==> src/interp_config.svh <==
`ifndef INTERP_CONFIG_SVH
`define INTERP_CONFIG_SVH

`define INTERP_ID           32'h7700006A
`define INTERP_RESET_CYCLES 8'd20
`define INTERP_UNTIL_MSG    32'h6C75636B // ASCII "luck"

// Command word split
`define INTERP_OP_W         8
`define INTERP_ARG_W        24

`endif

==> src/interp_bus_pkg.sv <==
`default_nettype none

package interp_bus_pkg;

    // UART and memory data word
    typedef logic [31:0] word_t;

    // Byte address on the memory bus
    typedef logic [31:0] addr_t;

    typedef logic [63:0] acc_t;

    // Timeout, pulse count and wait counter
    typedef logic [31:0] cycles_t;

endpackage

`default_nettype wire

==> src/interp_cmd_pkg.sv <==
`default_nettype none
`include "interp_config.svh"

package interp_cmd_pkg;

    typedef enum logic [`INTERP_OP_W-1:0] {
        OP_ADD_ACC      = 8'h41, // A
        OP_SET_END      = 8'h44, // D
        OP_WRITE_CLK    = 8'h43, // C
        OP_READ_ACC_POS = 8'h47, // G
        OP_READ_MEM     = 8'h4C, // L
        OP_RESET_CORE   = 8'h52, // R
        OP_STOP_CLK     = 8'h53, // S
        OP_SET_TIMEOUT  = 8'h54, // T
        OP_LOAD_UPPER   = 8'h55, // U
        OP_WRITE_MEM    = 8'h57, // W
        OP_GET_ACC      = 8'h61, // a
        OP_LOAD_LOWER   = 8'h6C, // l
        OP_PING         = 8'h70, // p
        OP_RESUME_CLK   = 8'h72, // r
        OP_UNTIL        = 8'h75  // u
    } opcode_t;

    typedef logic [`INTERP_ARG_W-1:0] arg_t;

    typedef enum logic [1:0] {
        ACC_NONE,
        ACC_LOAD_UPPER,
        ACC_LOAD_LOWER,
        ACC_ADD
    } acc_op_t;

    typedef enum logic [2:0] {
        CORE_NONE,
        CORE_WRITE_CLK,
        CORE_STOP_CLK,
        CORE_RESUME_CLK,
        CORE_RESET,
        CORE_SET_TIMEOUT,
        CORE_SET_END,
        CORE_UNTIL
    } core_cmd_t;

endpackage

`default_nettype wire

==> src/acc_unit.sv <==
`default_nettype none
`include "interp_config.svh"

module acc_unit (
    input  wire                         clk,
    input  wire                         reset,
    input  wire interp_cmd_pkg::acc_op_t acc_op,
    input  wire interp_cmd_pkg::arg_t   arg,
    output interp_bus_pkg::acc_t        acc_value
);

    interp_bus_pkg::acc_t arg_sext;

    assign arg_sext = {{(64 - `INTERP_ARG_W){arg[`INTERP_ARG_W-1]}}, arg};

    always_ff @(posedge clk) begin
        if (reset) begin
            acc_value <= '0;
        end else begin
            case (acc_op)
                interp_cmd_pkg::ACC_LOAD_UPPER:
                    acc_value <= {32'h0, arg, acc_value[7:0]}; // Low byte kept
                interp_cmd_pkg::ACC_LOAD_LOWER:
                    acc_value <= {acc_value[63:8], arg[7:0]};
                interp_cmd_pkg::ACC_ADD:
                    acc_value <= acc_value + arg_sext;
                default: ;
            endcase
        end
    end

endmodule

`default_nettype wire

==> src/cmd_sequencer.sv <==
`default_nettype none
`include "interp_config.svh"

module cmd_sequencer (
    input  wire                         clk,
    input  wire                         reset,
    input  wire                         uart_rx_empty,
    input  wire                         uart_read_response,
    input  wire interp_bus_pkg::word_t  uart_read_data,
    output logic                        uart_read,
    output interp_cmd_pkg::opcode_t     opcode,
    output interp_cmd_pkg::arg_t        arg,
    output interp_bus_pkg::word_t       data_word,
    output interp_cmd_pkg::acc_op_t     acc_op,
    output logic                        mem_write_req,
    output logic                        mem_read_req,
    output logic                        mem_use_acc,
    input  wire                         mem_data_valid,
    output interp_cmd_pkg::core_cmd_t   core_cmd,
    input  wire                         core_done,
    input  wire interp_bus_pkg::word_t  report_word,
    output logic                        send_req,
    output interp_bus_pkg::word_t       send_word,
    input  wire                         send_done,
    input  wire interp_bus_pkg::acc_t   acc_value,
    input  wire interp_bus_pkg::word_t  mem_data
);

    typedef enum logic [2:0] {
        S_IDLE,
        S_FETCH,
        S_DECODE,
        S_DATA_WAIT,
        S_FETCH_DATA,
        S_MEM_WAIT,
        S_CORE_WAIT,
        S_SEND_WAIT
    } state_t;

    state_t                state;
    interp_bus_pkg::word_t cmd_word;
    logic                  report_next; // Run-until report still to go

    assign opcode    = interp_cmd_pkg::opcode_t'(cmd_word[7:0]);
    assign arg       = cmd_word[31:8];
    assign uart_read = (state == S_FETCH) || (state == S_FETCH_DATA);

    always_ff @(posedge clk) begin
        acc_op        <= interp_cmd_pkg::ACC_NONE;
        core_cmd      <= interp_cmd_pkg::CORE_NONE;
        mem_write_req <= 1'b0;
        mem_read_req  <= 1'b0;
        send_req      <= 1'b0;
        if (reset) begin
            state       <= S_IDLE;
            report_next <= 1'b0;
            mem_use_acc <= 1'b0;
        end else begin
            case (state)
                S_IDLE: begin
                    if (!uart_rx_empty)
                        state <= S_FETCH;
                end
                S_FETCH: begin
                    if (uart_read_response) begin
                        cmd_word <= uart_read_data;
                        state    <= S_DECODE;
                    end
                end
                S_DECODE: begin
                    state <= S_IDLE; // Default for commands without reply
                    case (opcode)
                        interp_cmd_pkg::OP_PING: begin
                            send_word <= `INTERP_ID;
                            send_req  <= 1'b1;
                            state     <= S_SEND_WAIT;
                        end
                        interp_cmd_pkg::OP_GET_ACC: begin
                            send_word <= acc_value[31:0];
                            send_req  <= 1'b1;
                            state     <= S_SEND_WAIT;
                        end
                        interp_cmd_pkg::OP_LOAD_UPPER: acc_op <= interp_cmd_pkg::ACC_LOAD_UPPER;
                        interp_cmd_pkg::OP_LOAD_LOWER: acc_op <= interp_cmd_pkg::ACC_LOAD_LOWER;
                        interp_cmd_pkg::OP_ADD_ACC:    acc_op <= interp_cmd_pkg::ACC_ADD;
                        interp_cmd_pkg::OP_WRITE_MEM:  state  <= S_DATA_WAIT;
                        interp_cmd_pkg::OP_READ_MEM: begin
                            mem_read_req <= 1'b1;
                            mem_use_acc  <= 1'b0;
                            state        <= S_MEM_WAIT;
                        end
                        interp_cmd_pkg::OP_READ_ACC_POS: begin
                            mem_read_req <= 1'b1;
                            mem_use_acc  <= 1'b1;
                            state        <= S_MEM_WAIT;
                        end
                        interp_cmd_pkg::OP_WRITE_CLK:   core_cmd <= interp_cmd_pkg::CORE_WRITE_CLK;
                        interp_cmd_pkg::OP_STOP_CLK:    core_cmd <= interp_cmd_pkg::CORE_STOP_CLK;
                        interp_cmd_pkg::OP_RESUME_CLK:  core_cmd <= interp_cmd_pkg::CORE_RESUME_CLK;
                        interp_cmd_pkg::OP_SET_TIMEOUT: core_cmd <= interp_cmd_pkg::CORE_SET_TIMEOUT;
                        interp_cmd_pkg::OP_SET_END:     core_cmd <= interp_cmd_pkg::CORE_SET_END;
                        interp_cmd_pkg::OP_RESET_CORE: begin
                            core_cmd <= interp_cmd_pkg::CORE_RESET;
                            state    <= S_CORE_WAIT;
                        end
                        interp_cmd_pkg::OP_UNTIL: begin
                            core_cmd <= interp_cmd_pkg::CORE_UNTIL;
                            state    <= S_CORE_WAIT;
                        end
                        default: state <= S_IDLE; // Unknown opcode dropped
                    endcase
                end
                S_DATA_WAIT: begin
                    if (!uart_rx_empty)
                        state <= S_FETCH_DATA;
                end
                S_FETCH_DATA: begin
                    if (uart_read_response) begin
                        data_word     <= uart_read_data;
                        mem_write_req <= 1'b1;
                        mem_use_acc   <= 1'b0;
                        state         <= S_IDLE;
                    end
                end
                S_MEM_WAIT: begin
                    if (mem_data_valid) begin
                        send_word <= mem_data;
                        send_req  <= 1'b1;
                        state     <= S_SEND_WAIT;
                    end
                end
                S_CORE_WAIT: begin
                    if (core_done) begin
                        if (opcode == interp_cmd_pkg::OP_UNTIL) begin
                            send_word   <= `INTERP_UNTIL_MSG;
                            send_req    <= 1'b1;
                            report_next <= 1'b1;
                            state       <= S_SEND_WAIT;
                        end else begin
                            state <= S_IDLE;
                        end
                    end
                end
                S_SEND_WAIT: begin
                    if (send_done) begin
                        if (report_next) begin
                            send_word   <= report_word;
                            send_req    <= 1'b1;
                            report_next <= 1'b0;
                        end else begin
                            state <= S_IDLE;
                        end
                    end
                end
                default: state <= S_IDLE;
            endcase
        end
    end

endmodule

`default_nettype wire

==> src/core_ctrl.sv <==
`default_nettype none
`include "interp_config.svh"

module core_ctrl (
    input  wire                           clk,
    input  wire                           reset,
    input  wire interp_cmd_pkg::core_cmd_t core_cmd,
    input  wire interp_cmd_pkg::arg_t     arg,
    input  wire                           finish_execution,
    output logic                          core_clk_enable,
    output logic                          core_reset,
    output logic                          write_pulse,
    output logic                          reset_bus,
    output logic                          memory_mux_selector,
    output interp_bus_pkg::cycles_t       num_of_cycles_to_pulse,
    output interp_bus_pkg::addr_t         end_position,
    output logic                          core_done,
    output interp_bus_pkg::word_t         report_word
);

    typedef enum logic [1:0] {C_IDLE, C_RESET, C_ENABLE, C_WAIT} state_t;

    state_t                  state;
    logic [7:0]              reset_count;
    interp_bus_pkg::cycles_t timeout;
    interp_bus_pkg::cycles_t wait_count;

    assign report_word = {wait_count[30:0], timeout >= wait_count};

    always_ff @(posedge clk) begin
        write_pulse <= 1'b0;
        core_reset  <= 1'b0;
        reset_bus   <= 1'b0;
        core_done   <= 1'b0;
        if (reset) begin
            state                  <= C_IDLE;
            reset_count            <= '0;
            timeout                <= '0;
            wait_count             <= '0;
            end_position           <= '0;
            num_of_cycles_to_pulse <= '0;
            core_clk_enable        <= 1'b0;
            memory_mux_selector    <= 1'b0;
            reset_bus              <= 1'b1;
        end else begin
            case (state)
                C_IDLE: begin
                    case (core_cmd)
                        interp_cmd_pkg::CORE_WRITE_CLK: begin
                            core_clk_enable        <= 1'b1;
                            num_of_cycles_to_pulse <= interp_bus_pkg::cycles_t'(arg);
                            write_pulse            <= 1'b1;
                        end
                        interp_cmd_pkg::CORE_STOP_CLK:    core_clk_enable <= 1'b0;
                        interp_cmd_pkg::CORE_RESUME_CLK:  core_clk_enable <= 1'b1;
                        interp_cmd_pkg::CORE_SET_TIMEOUT: timeout <= interp_bus_pkg::cycles_t'(arg);
                        interp_cmd_pkg::CORE_SET_END:
                            end_position <= interp_bus_pkg::addr_t'({arg, 2'b00});
                        interp_cmd_pkg::CORE_RESET, interp_cmd_pkg::CORE_UNTIL: begin
                            if (core_cmd == interp_cmd_pkg::CORE_UNTIL) begin
                                memory_mux_selector <= 1'b1; // Core owns memory
                                reset_bus           <= 1'b1;
                                wait_count          <= '0;
                            end
                            core_reset             <= 1'b1;
                            core_clk_enable        <= 1'b1;
                            num_of_cycles_to_pulse <= interp_bus_pkg::cycles_t'(`INTERP_RESET_CYCLES);
                            write_pulse            <= 1'b1;
                            reset_count            <= '0;
                            state                  <= C_RESET;
                        end
                        default: ;
                    endcase
                end
                C_RESET: begin
                    core_reset  <= 1'b1;
                    reset_count <= reset_count + 8'd1;
                    if (reset_count == `INTERP_RESET_CYCLES) begin
                        core_clk_enable <= 1'b0;
                        if (memory_mux_selector) begin
                            state <= C_ENABLE;
                        end else begin
                            core_done <= 1'b1;
                            state     <= C_IDLE;
                        end
                    end
                end
                C_ENABLE: begin
                    core_clk_enable        <= 1'b1;
                    num_of_cycles_to_pulse <= timeout;
                    write_pulse            <= 1'b1;
                    state                  <= C_WAIT;
                end
                C_WAIT: begin
                    if (finish_execution || wait_count == timeout) begin
                        core_clk_enable     <= 1'b0;
                        memory_mux_selector <= 1'b0;
                        reset_bus           <= 1'b1;
                        core_done           <= 1'b1;
                        state               <= C_IDLE;
                    end else begin
                        wait_count <= wait_count + 32'd1;
                    end
                end
                default: state <= C_IDLE;
            endcase
        end
    end

    // Reset without clock only in the closing cycle of the sequence
    assert property (@(posedge clk) disable iff (reset)
        core_reset && !core_clk_enable |=> !core_reset);

    assert property (@(posedge clk) disable iff (reset)
        memory_mux_selector |-> state != C_IDLE);

endmodule

`default_nettype wire

==> src/debug_interpreter.sv <==
`default_nettype none

module debug_interpreter (
    input  wire                          clk,
    input  wire                          reset,
    input  wire                          uart_rx_empty,
    input  wire                          uart_read_response,
    input  wire interp_bus_pkg::word_t   uart_read_data,
    output logic                         uart_read,
    input  wire                          uart_write_response,
    output logic                         uart_write,
    output interp_bus_pkg::word_t        uart_write_data,
    input  wire                          finish_execution,
    output logic                         core_clk_enable,
    output logic                         core_reset,
    output logic                         write_pulse,
    output interp_bus_pkg::cycles_t      num_of_cycles_to_pulse,
    output logic                         reset_bus,
    output logic                         memory_mux_selector,
    output interp_bus_pkg::addr_t        end_position,
    output logic                         memory_read,
    output logic                         memory_write,
    output interp_bus_pkg::addr_t        address,
    output interp_bus_pkg::word_t        write_data,
    input  wire interp_bus_pkg::word_t   read_data
);

    interp_cmd_pkg::arg_t      arg;
    interp_bus_pkg::word_t     data_word;
    interp_cmd_pkg::acc_op_t   acc_op;
    interp_bus_pkg::acc_t      acc_value;
    logic                      mem_write_req;
    logic                      mem_read_req;
    logic                      mem_use_acc;
    logic                      mem_data_valid;
    interp_bus_pkg::word_t     mem_data;
    interp_cmd_pkg::core_cmd_t core_cmd;
    logic                      core_done;
    interp_bus_pkg::word_t     report_word;
    logic                      send_req;
    interp_bus_pkg::word_t     send_word;
    logic                      send_done;

    cmd_sequencer seq_i (
        .clk(clk), .reset(reset),
        .uart_rx_empty(uart_rx_empty),
        .uart_read_response(uart_read_response),
        .uart_read_data(uart_read_data),
        .uart_read(uart_read),
        .opcode(),
        .arg(arg),
        .data_word(data_word),
        .acc_op(acc_op),
        .mem_write_req(mem_write_req),
        .mem_read_req(mem_read_req),
        .mem_use_acc(mem_use_acc),
        .mem_data_valid(mem_data_valid),
        .core_cmd(core_cmd),
        .core_done(core_done),
        .report_word(report_word),
        .send_req(send_req),
        .send_word(send_word),
        .send_done(send_done),
        .acc_value(acc_value),
        .mem_data(mem_data)
    );

    acc_unit acc_i (
        .clk(clk), .reset(reset),
        .acc_op(acc_op),
        .arg(arg),
        .acc_value(acc_value)
    );

    core_ctrl core_i (
        .clk(clk), .reset(reset),
        .core_cmd(core_cmd),
        .arg(arg),
        .finish_execution(finish_execution),
        .core_clk_enable(core_clk_enable),
        .core_reset(core_reset),
        .write_pulse(write_pulse),
        .reset_bus(reset_bus),
        .memory_mux_selector(memory_mux_selector),
        .num_of_cycles_to_pulse(num_of_cycles_to_pulse),
        .end_position(end_position),
        .core_done(core_done),
        .report_word(report_word)
    );

    mem_access mem_i (
        .clk(clk), .reset(reset),
        .mem_write_req(mem_write_req),
        .mem_read_req(mem_read_req),
        .mem_use_acc(mem_use_acc),
        .arg(arg),
        .data_word(data_word),
        .acc_value(acc_value),
        .read_data(read_data),
        .memory_read(memory_read),
        .memory_write(memory_write),
        .address(address),
        .write_data(write_data),
        .mem_data(mem_data),
        .mem_data_valid(mem_data_valid)
    );

    reply_sender reply_i (
        .clk(clk), .reset(reset),
        .send_req(send_req),
        .send_word(send_word),
        .uart_write_response(uart_write_response),
        .uart_write(uart_write),
        .uart_write_data(uart_write_data),
        .send_done(send_done)
    );

endmodule

`default_nettype wire

==> src/mem_access.sv <==
`default_nettype none

module mem_access (
    input  wire                        clk,
    input  wire                        reset,
    input  wire                        mem_write_req,
    input  wire                        mem_read_req,
    input  wire                        mem_use_acc,
    input  wire interp_cmd_pkg::arg_t  arg,
    input  wire interp_bus_pkg::word_t data_word,
    input  wire interp_bus_pkg::acc_t  acc_value,
    input  wire interp_bus_pkg::word_t read_data,
    output logic                       memory_read,
    output logic                       memory_write,
    output interp_bus_pkg::addr_t      address,
    output interp_bus_pkg::word_t      write_data,
    output interp_bus_pkg::word_t      mem_data,
    output logic                       mem_data_valid
);

    interp_bus_pkg::addr_t base;
    logic                  read_dly; // Memory drives read_data now

    assign base = mem_use_acc ? acc_value[31:0] : '0;

    always_ff @(posedge clk) begin
        if (reset) begin
            memory_read    <= 1'b0;
            memory_write   <= 1'b0;
            read_dly       <= 1'b0;
            mem_data_valid <= 1'b0;
        end else begin
            memory_read    <= mem_read_req;
            memory_write   <= mem_write_req;
            read_dly       <= memory_read;
            mem_data_valid <= read_dly;
        end
    end

    always_ff @(posedge clk) begin
        if (mem_read_req || mem_write_req)
            address <= base + interp_bus_pkg::addr_t'({arg, 2'b00}); // Word index to bytes
        if (mem_write_req)
            write_data <= data_word;
        if (read_dly)
            mem_data <= read_data;
    end

    assert property (@(posedge clk) disable iff (reset) !(memory_read && memory_write));

endmodule

`default_nettype wire

==> src/reply_sender.sv <==
`default_nettype none

module reply_sender (
    input  wire                        clk,
    input  wire                        reset,
    input  wire                        send_req,
    input  wire interp_bus_pkg::word_t send_word,
    input  wire                        uart_write_response,
    output logic                       uart_write,
    output interp_bus_pkg::word_t      uart_write_data,
    output logic                       send_done
);

    logic pending; // Waiting on the UART

    always_ff @(posedge clk) begin
        uart_write <= 1'b0;
        send_done  <= 1'b0;
        if (reset) begin
            pending <= 1'b0;
        end else if (send_req && !pending) begin
            uart_write_data <= send_word;
            uart_write      <= 1'b1;
            pending         <= 1'b1;
        end else if (pending && uart_write_response) begin
            pending   <= 1'b0;
            send_done <= 1'b1;
        end
    end

    assert property (@(posedge clk) disable iff (reset) send_req |-> !pending);

endmodule

`default_nettype wire

==> config.mk <==
export PLATFORM = sky130hd
export DESIGN_NAME = debug_interpreter
export DESIGN_NICKNAME = d
export VERILOG_FILES = /design/src/interp_bus_pkg.sv /design/src/interp_cmd_pkg.sv /design/src/acc_unit.sv /design/src/cmd_sequencer.sv /design/src/core_ctrl.sv /design/src/debug_interpreter.sv /design/src/mem_access.sv /design/src/reply_sender.sv
export VERILOG_INCLUDE_DIRS = /design/src /design/src/src
export SDC_FILE = /design/constraint.sdc
export NUM_CORES = 1
export LEC_CHECK = 0
export ABC_AREA = 0
export BUFFER_PORTS_ARGS = -buffer_cell sky130_fd_sc_hd__clkbuf_2
export CAP_MARGIN = 20
export CORE_MARGIN = 3
export CORE_UTILIZATION = 60
export DETAILED_ROUTE_END_ITERATION = 7
export GPL_TIMING_DRIVEN = 0
export PLACE_DENSITY_LB_ADDON = 0.05
export SYNTH_ARGS = -nofsm -noshare
export SYNTH_HDL_FRONTEND = slang
export SYNTH_HIERARCHICAL = 1
export SYNTH_SLANG_ARGS = --single-unit
==> constraint.sdc <==
create_clock -name clk -period 5.8 [get_ports clk]
set_input_delay 0.58 -clock clk [delete_from_list [all_inputs] [get_ports clk]]
set_output_delay 0.58 -clock clk [all_outputs]
set_load 0.005 [all_outputs]
* Yosys cells after proc, flatten, opt, wreduce, memory -nomap -nowiden
Cells that the tools add are included.
** Cells by class
- $add $sub $neg :: 4
- Bitwise gates (word level) :: 5
- $lt $le $gt $ge :: 1
- Multiplexer cells :: 73
- Reduce and logical (&&, ||, !) cells :: 43
- Equal/unequal tests :: 56
** Operator list (number)
- 32-bit 2-to-1 mux :: 9
- 32-bit one-hot mux with 2 select lines :: 4
- 64-bit one-hot mux with 3 select lines :: 1
- 32-bit one-hot mux with 4 select lines :: 1
- 8-bit by 7-bit == test with 1-bit output, second input constant :: 15
- 64-bit adder :: 1
- 32-bit by 1-bit adder with 32-bit output, second input constant :: 1
- 32-bit by 26-bit adder with 32-bit output :: 1
- 32-bit by 24-bit == test with 1-bit output :: 1
- 24-bit by 32-bit >= comparator with 1-bit output :: 1
- 1-bit 2-to-1 mux :: 27
- 3-bit 2-to-1 mux :: 9
- 3-bit == test, second input constant :: 8
- 3-bit one-hot mux with 8 select lines :: 1
- 3-bit one-hot mux with 7 select lines :: 1
- 1-bit one-hot mux with 2 select lines :: 9
- 2-bit by 1-bit != test with 1-bit output, second input constant :: 8
- 8-bit one-hot mux with 2 select lines :: 1
- 8-bit AND reduction :: 2
- 2-bit nonzero test :: 8
- 3-bit AND reduction :: 5
- 2-bit != test, second input constant :: 7
- 2-bit AND reduction :: 7
- 2-bit OR reduction :: 7
- 24 further kinds :: 47
** Storage, ports and cells
- Register bits after elaboration :: 436
- Output and inout bits :: 169

* Logic depth before layout (Yosys ltp)
- Depth after elaboration :: 4
- Depth in mapped cells :: 12
- Gate-level depth less buffers :: 12

* By module
Netlist, hierarchy kept.
** By module, submodules not included
- acc_unit :: area each 6327.3 um^2, seq. area each 1281.2 um^2, instances 1, cells each 825
- core_ctrl :: area each 6302.3 um^2, seq. area each 2402.3 um^2, instances 1, cells each 774
- mem_access :: area each 4774.6 um^2, seq. area each 2962.8 um^2, instances 1, cells each 371
- cmd_sequencer :: area each 4598.2 um^2, seq. area each 3143.0 um^2, instances 1, cells each 346
- reply_sender :: area each 1054.8 um^2, seq. area each 1021.0 um^2, instances 1, cells each 41

* Worst setup path after synthesis
Ideal clock, no wire load.
- Kind :: input to register
- From :: in reset
- To :: reg seq_i.cmd_word[0], enable pin
- Required time :: 5.287 ns
- Path slack :: 1.159 ns
- Library setup time :: 0.513 ns
- Path buffers :: 1
- Arrival time :: 4.129 ns
- Stages on the path :: 2
- Cell sequence :: clkbuf_1 nor4b_1
** Between the ends
- Cells in the longest elaborated chain, start to end :: 2
** RTL lines
- from (decl) :: line debug_interpreter.sv:5 : input wire reset,
- 1-bit inverter (no line)
- 3-bit AND reduction (no line)
- to (signal assigned) :: line cmd_sequencer.sv:66 : cmd_word <= uart_read_data;
- to (decl) :: line cmd_sequencer.sv:41 : interp_bus_pkg::word_t cmd_word;
Every way passes these cells.
A chain may end at the register's enable or synchronous reset.

* Worst setup path after layout
- From :: reg seq_i.mem_use_acc
- To :: reg mem_i.address[28] (data pin)
** Between the ends
- Cells in the longest elaborated chain, start to end :: 2
** RTL lines
- from (decl) :: line cmd_sequencer.sv:17 : output logic mem_use_acc,
- from (signal assigned) :: line cmd_sequencer.sv:57 : mem_use_acc <= 1'b0;
- from (signal assigned) :: line cmd_sequencer.sv:89 : mem_use_acc <= 1'b0;
- from (signal assigned) :: line cmd_sequencer.sv:94 : mem_use_acc <= 1'b1;
- 32-bit 2-to-1 mux :: line mem_access.sv:24 : assign base = mem_use_acc ? acc_value[31:0] : '0;
- 32-bit by 26-bit adder with 32-bit output :: line mem_access.sv:42 : address <= base + interp_bus_pkg::addr_t'({arg, 2'b00});
- to (signal assigned) :: line mem_access.sv:42
- to (decl) :: line mem_access.sv:15 : output interp_bus_pkg::addr_t address,
Every way passes these cells.

==> run metrics <==
static leakage 8.89 nW; Gate power share 10.8%; Clock Latency Late Sink 0.55 ns; Total GRT Usage 32.8%; internal power 5.15 mW; setup_tns 0 ns; Worst Hold End mem_i/mem_data[19]$_DFFE_PP_; cts repair resizes 0; core area 32600 µm²; initial DRC count between 1500 and 2000; Tmin final 3.76 ns; setup repair after global routing missed its margin no; setup violators final 0; WP data arrival 4.09 ns; Cell Pwr Density 295 nW/µm²; Synth-to-Final Area Change 16.7%; CP endpoint kind register; CP startpoint kind register; chip width 188 µm; Slew headroom between 30% and 40%; crit-path max FO 10; CTS tree yes; Max Cap Viol 0; number of nets in the layout around 2400; Vias between 15000 and 20000; min-delay src read_data[19]; outcome finished clean; die height 188 µm; fmax approximately 270 MHz; CTS Root Cell clkbuf_16; Crit Path Class reg -> reg; VDD IR max 0.000374 V; global-route wire length before repair approximately 91000 µm; drt pass-1 iters 5; Worst-Margin Slew between 0.9 and 1 ns; Setup Buffers After CTS 0; ANT cells 0; Util after Layout 71.1%; FF-to-FF Start seq_i/mem_use_acc$_SDFFE_PP0P_; fin worst setup slack between 2 and 2.5 ns; Placement Setup Slack 2.15 ns; ANT nets after route 0; vias per cell 6.15; H-tree levels 2; Initial Util 60.9%; die footprint 35300 µm²; CTS Hold Bufs 0; WP data required around 6.1 ns; vias in the first global route 15900; Avg Inst Size Synth 10.2 µm²; Clock transition at path regs 0.07 ns; fillers about 2500; largest net degree at the start of global routing 35; max-slew violations 0; Clock Tree Buf Depth 3; clk sinks slightly below 400; sequential share of power 47.2%; skew final 0.0168 ns; hold path depth 1; Crit Reg-Reg Endpoint mem_i/address[28]$_DFFE_PP_; # port buffers 222; Net Switching 1.70 mW; R2R depth 10; initial antenna violation count 0; final period utilization 64.8%; row count 66; I/O pins 239; dpl hpwl 43900 µm; RePlAce Congestion around 1; final WL 59100 µm; Switching Fraction 24.9%; grt total ovfl 0; Clk pwr share 41.9%; Mapped Cells 1941; CTS buffer count 42; per-cell routed wire length 21.9 µm; Mapped Area 19900 µm²; worst hold path type in -> reg; layout cells sized above 1 18.5%; R2R setup slack just over 2 ns; yosys warns 6; # DRC 0; Final Hold Violating Endpoints 0
==> final cells by class <==
cell class                      instances  area (µm²)  share of cell area, %
Timing Repair Buffer                  229        1180                   5.10
Multi-Input combinational cell       1349        8750                   37.7
Clock inverter                         23         312                   1.34
Inverter                               60         225                  0.971
Tap cell                              442         553                   2.39
Buffer                                151         815                   3.51
Clock buffer                           54        1180                   5.08
Sequential cell                       396       10200                   43.9
==> critical path, stage by stage (launching register included) <==
cell and delay (ns):
dfxtp_1 0.52, clkbuf_1 0.41, and2_1 0.20, ha_1 0.23, buf_2 0.17, a21oi_1 0.27
o21ai_1 0.23, a221oi_1 0.65, nor2_1 0.15, a221o_1 0.38, nor4b_1 0.32
==> layer usage <==
metal | wire length (µm) | part of all wire, % | global-route usage (%) | up-vias
met5 | 0 | 0 | 0 | -
met4 | 2480 | 4.2 | 12.7 | 0
met3 | 6060 | 10 | 7.25 | 167
met2 | 26000 | 44 | 50.3 | 946
met1 | 24600 | 42 | 45.9 | 7799
li1 | - | - | - | 7709
==> worst max-delay path by stage <==
stage,from,slack (ns),endpoint
after floorplan,reset,1.16,seq_i/cmd_word[0]$_DFFE_PP_
after global placement,reset,-1.24,seq_i/cmd_word[12]$_DFFE_PP_
after detailed placement,seq_i/mem_use_acc$_SDFFE_PP0P_,2.15,mem_i/address[28]$_DFFE_PP_
after CTS,seq_i/mem_use_acc$_SDFFE_PP0P_,2.11,mem_i/address[28]$_DFFE_PP_
after global routing,seq_i/mem_use_acc$_SDFFE_PP0P_,1.85,mem_i/address[26]$_DFFE_PP_
final,seq_i/mem_use_acc$_SDFFE_PP0P_,2.04,mem_i/address[28]$_DFFE_PP_
==> registers in the layout, summed over array words and instances (netlist names), 32 cells and up, named ones only <==
register	count
seq_i/data_word	32
acc_i/acc_value	32
seq_i/send_word	32
mem_i/mem_data	32
mem_i/write_data	32
seq_i/cmd_word	32
core_i/wait_count	32
mem_i/address	32
reply_i/uart_write_data	32
==> power by group through the flow <==
stage / Clock (mW) / Sequential [mW] / Combinational (mW)
after floorplan: 0 / 3.24 / 0.478
after global placement: 0 / 3.29 / 0.697
after detailed placement: 0 / 3.29 / 0.725
after CTS: 2.89 / 3.23 / 0.731
after global routing: 3.01 / 3.24 / 0.815
final: 2.87 / 3.23 / 0.743
==> cells in the final DEF (no fill, tap or decap), drive strengths merged, types with 15 or more instances in the layout <==
master / instances
inv: 62
ha: 88
a21o: 24
nand2b: 15
a21oi: 175
and2: 36
nor2b: 18
mux2i: 69
a22oi: 27
buf: 94
conb: 16
xnor2: 36
o211ai: 15
dfxtp: 172
xor2: 21
edfxtp: 224
nand4: 37
a211oi: 67
nor3b: 15
nor3: 19
nand2: 200
clkbuf: 340
o21ai: 62
a31oi: 23
nand3: 42
nor2: 154
==> metrics by stage <==
step           power, mW  instance area (µm²)  hold slack (ns)  cells
6_report            6.85                23200            0.197   2704
5_1_grt             7.07                23200            0.197   2704
4_1_cts             6.86                23200            0.191   2704
3_5_place_dp        4.01                21700            0.405   2627
3_3_place_gp        3.99                21600            0.401   2620
2_1_floorplan       3.72                19900            0.400   1956
No activity file was read; power rests on OpenSTA's default activity.
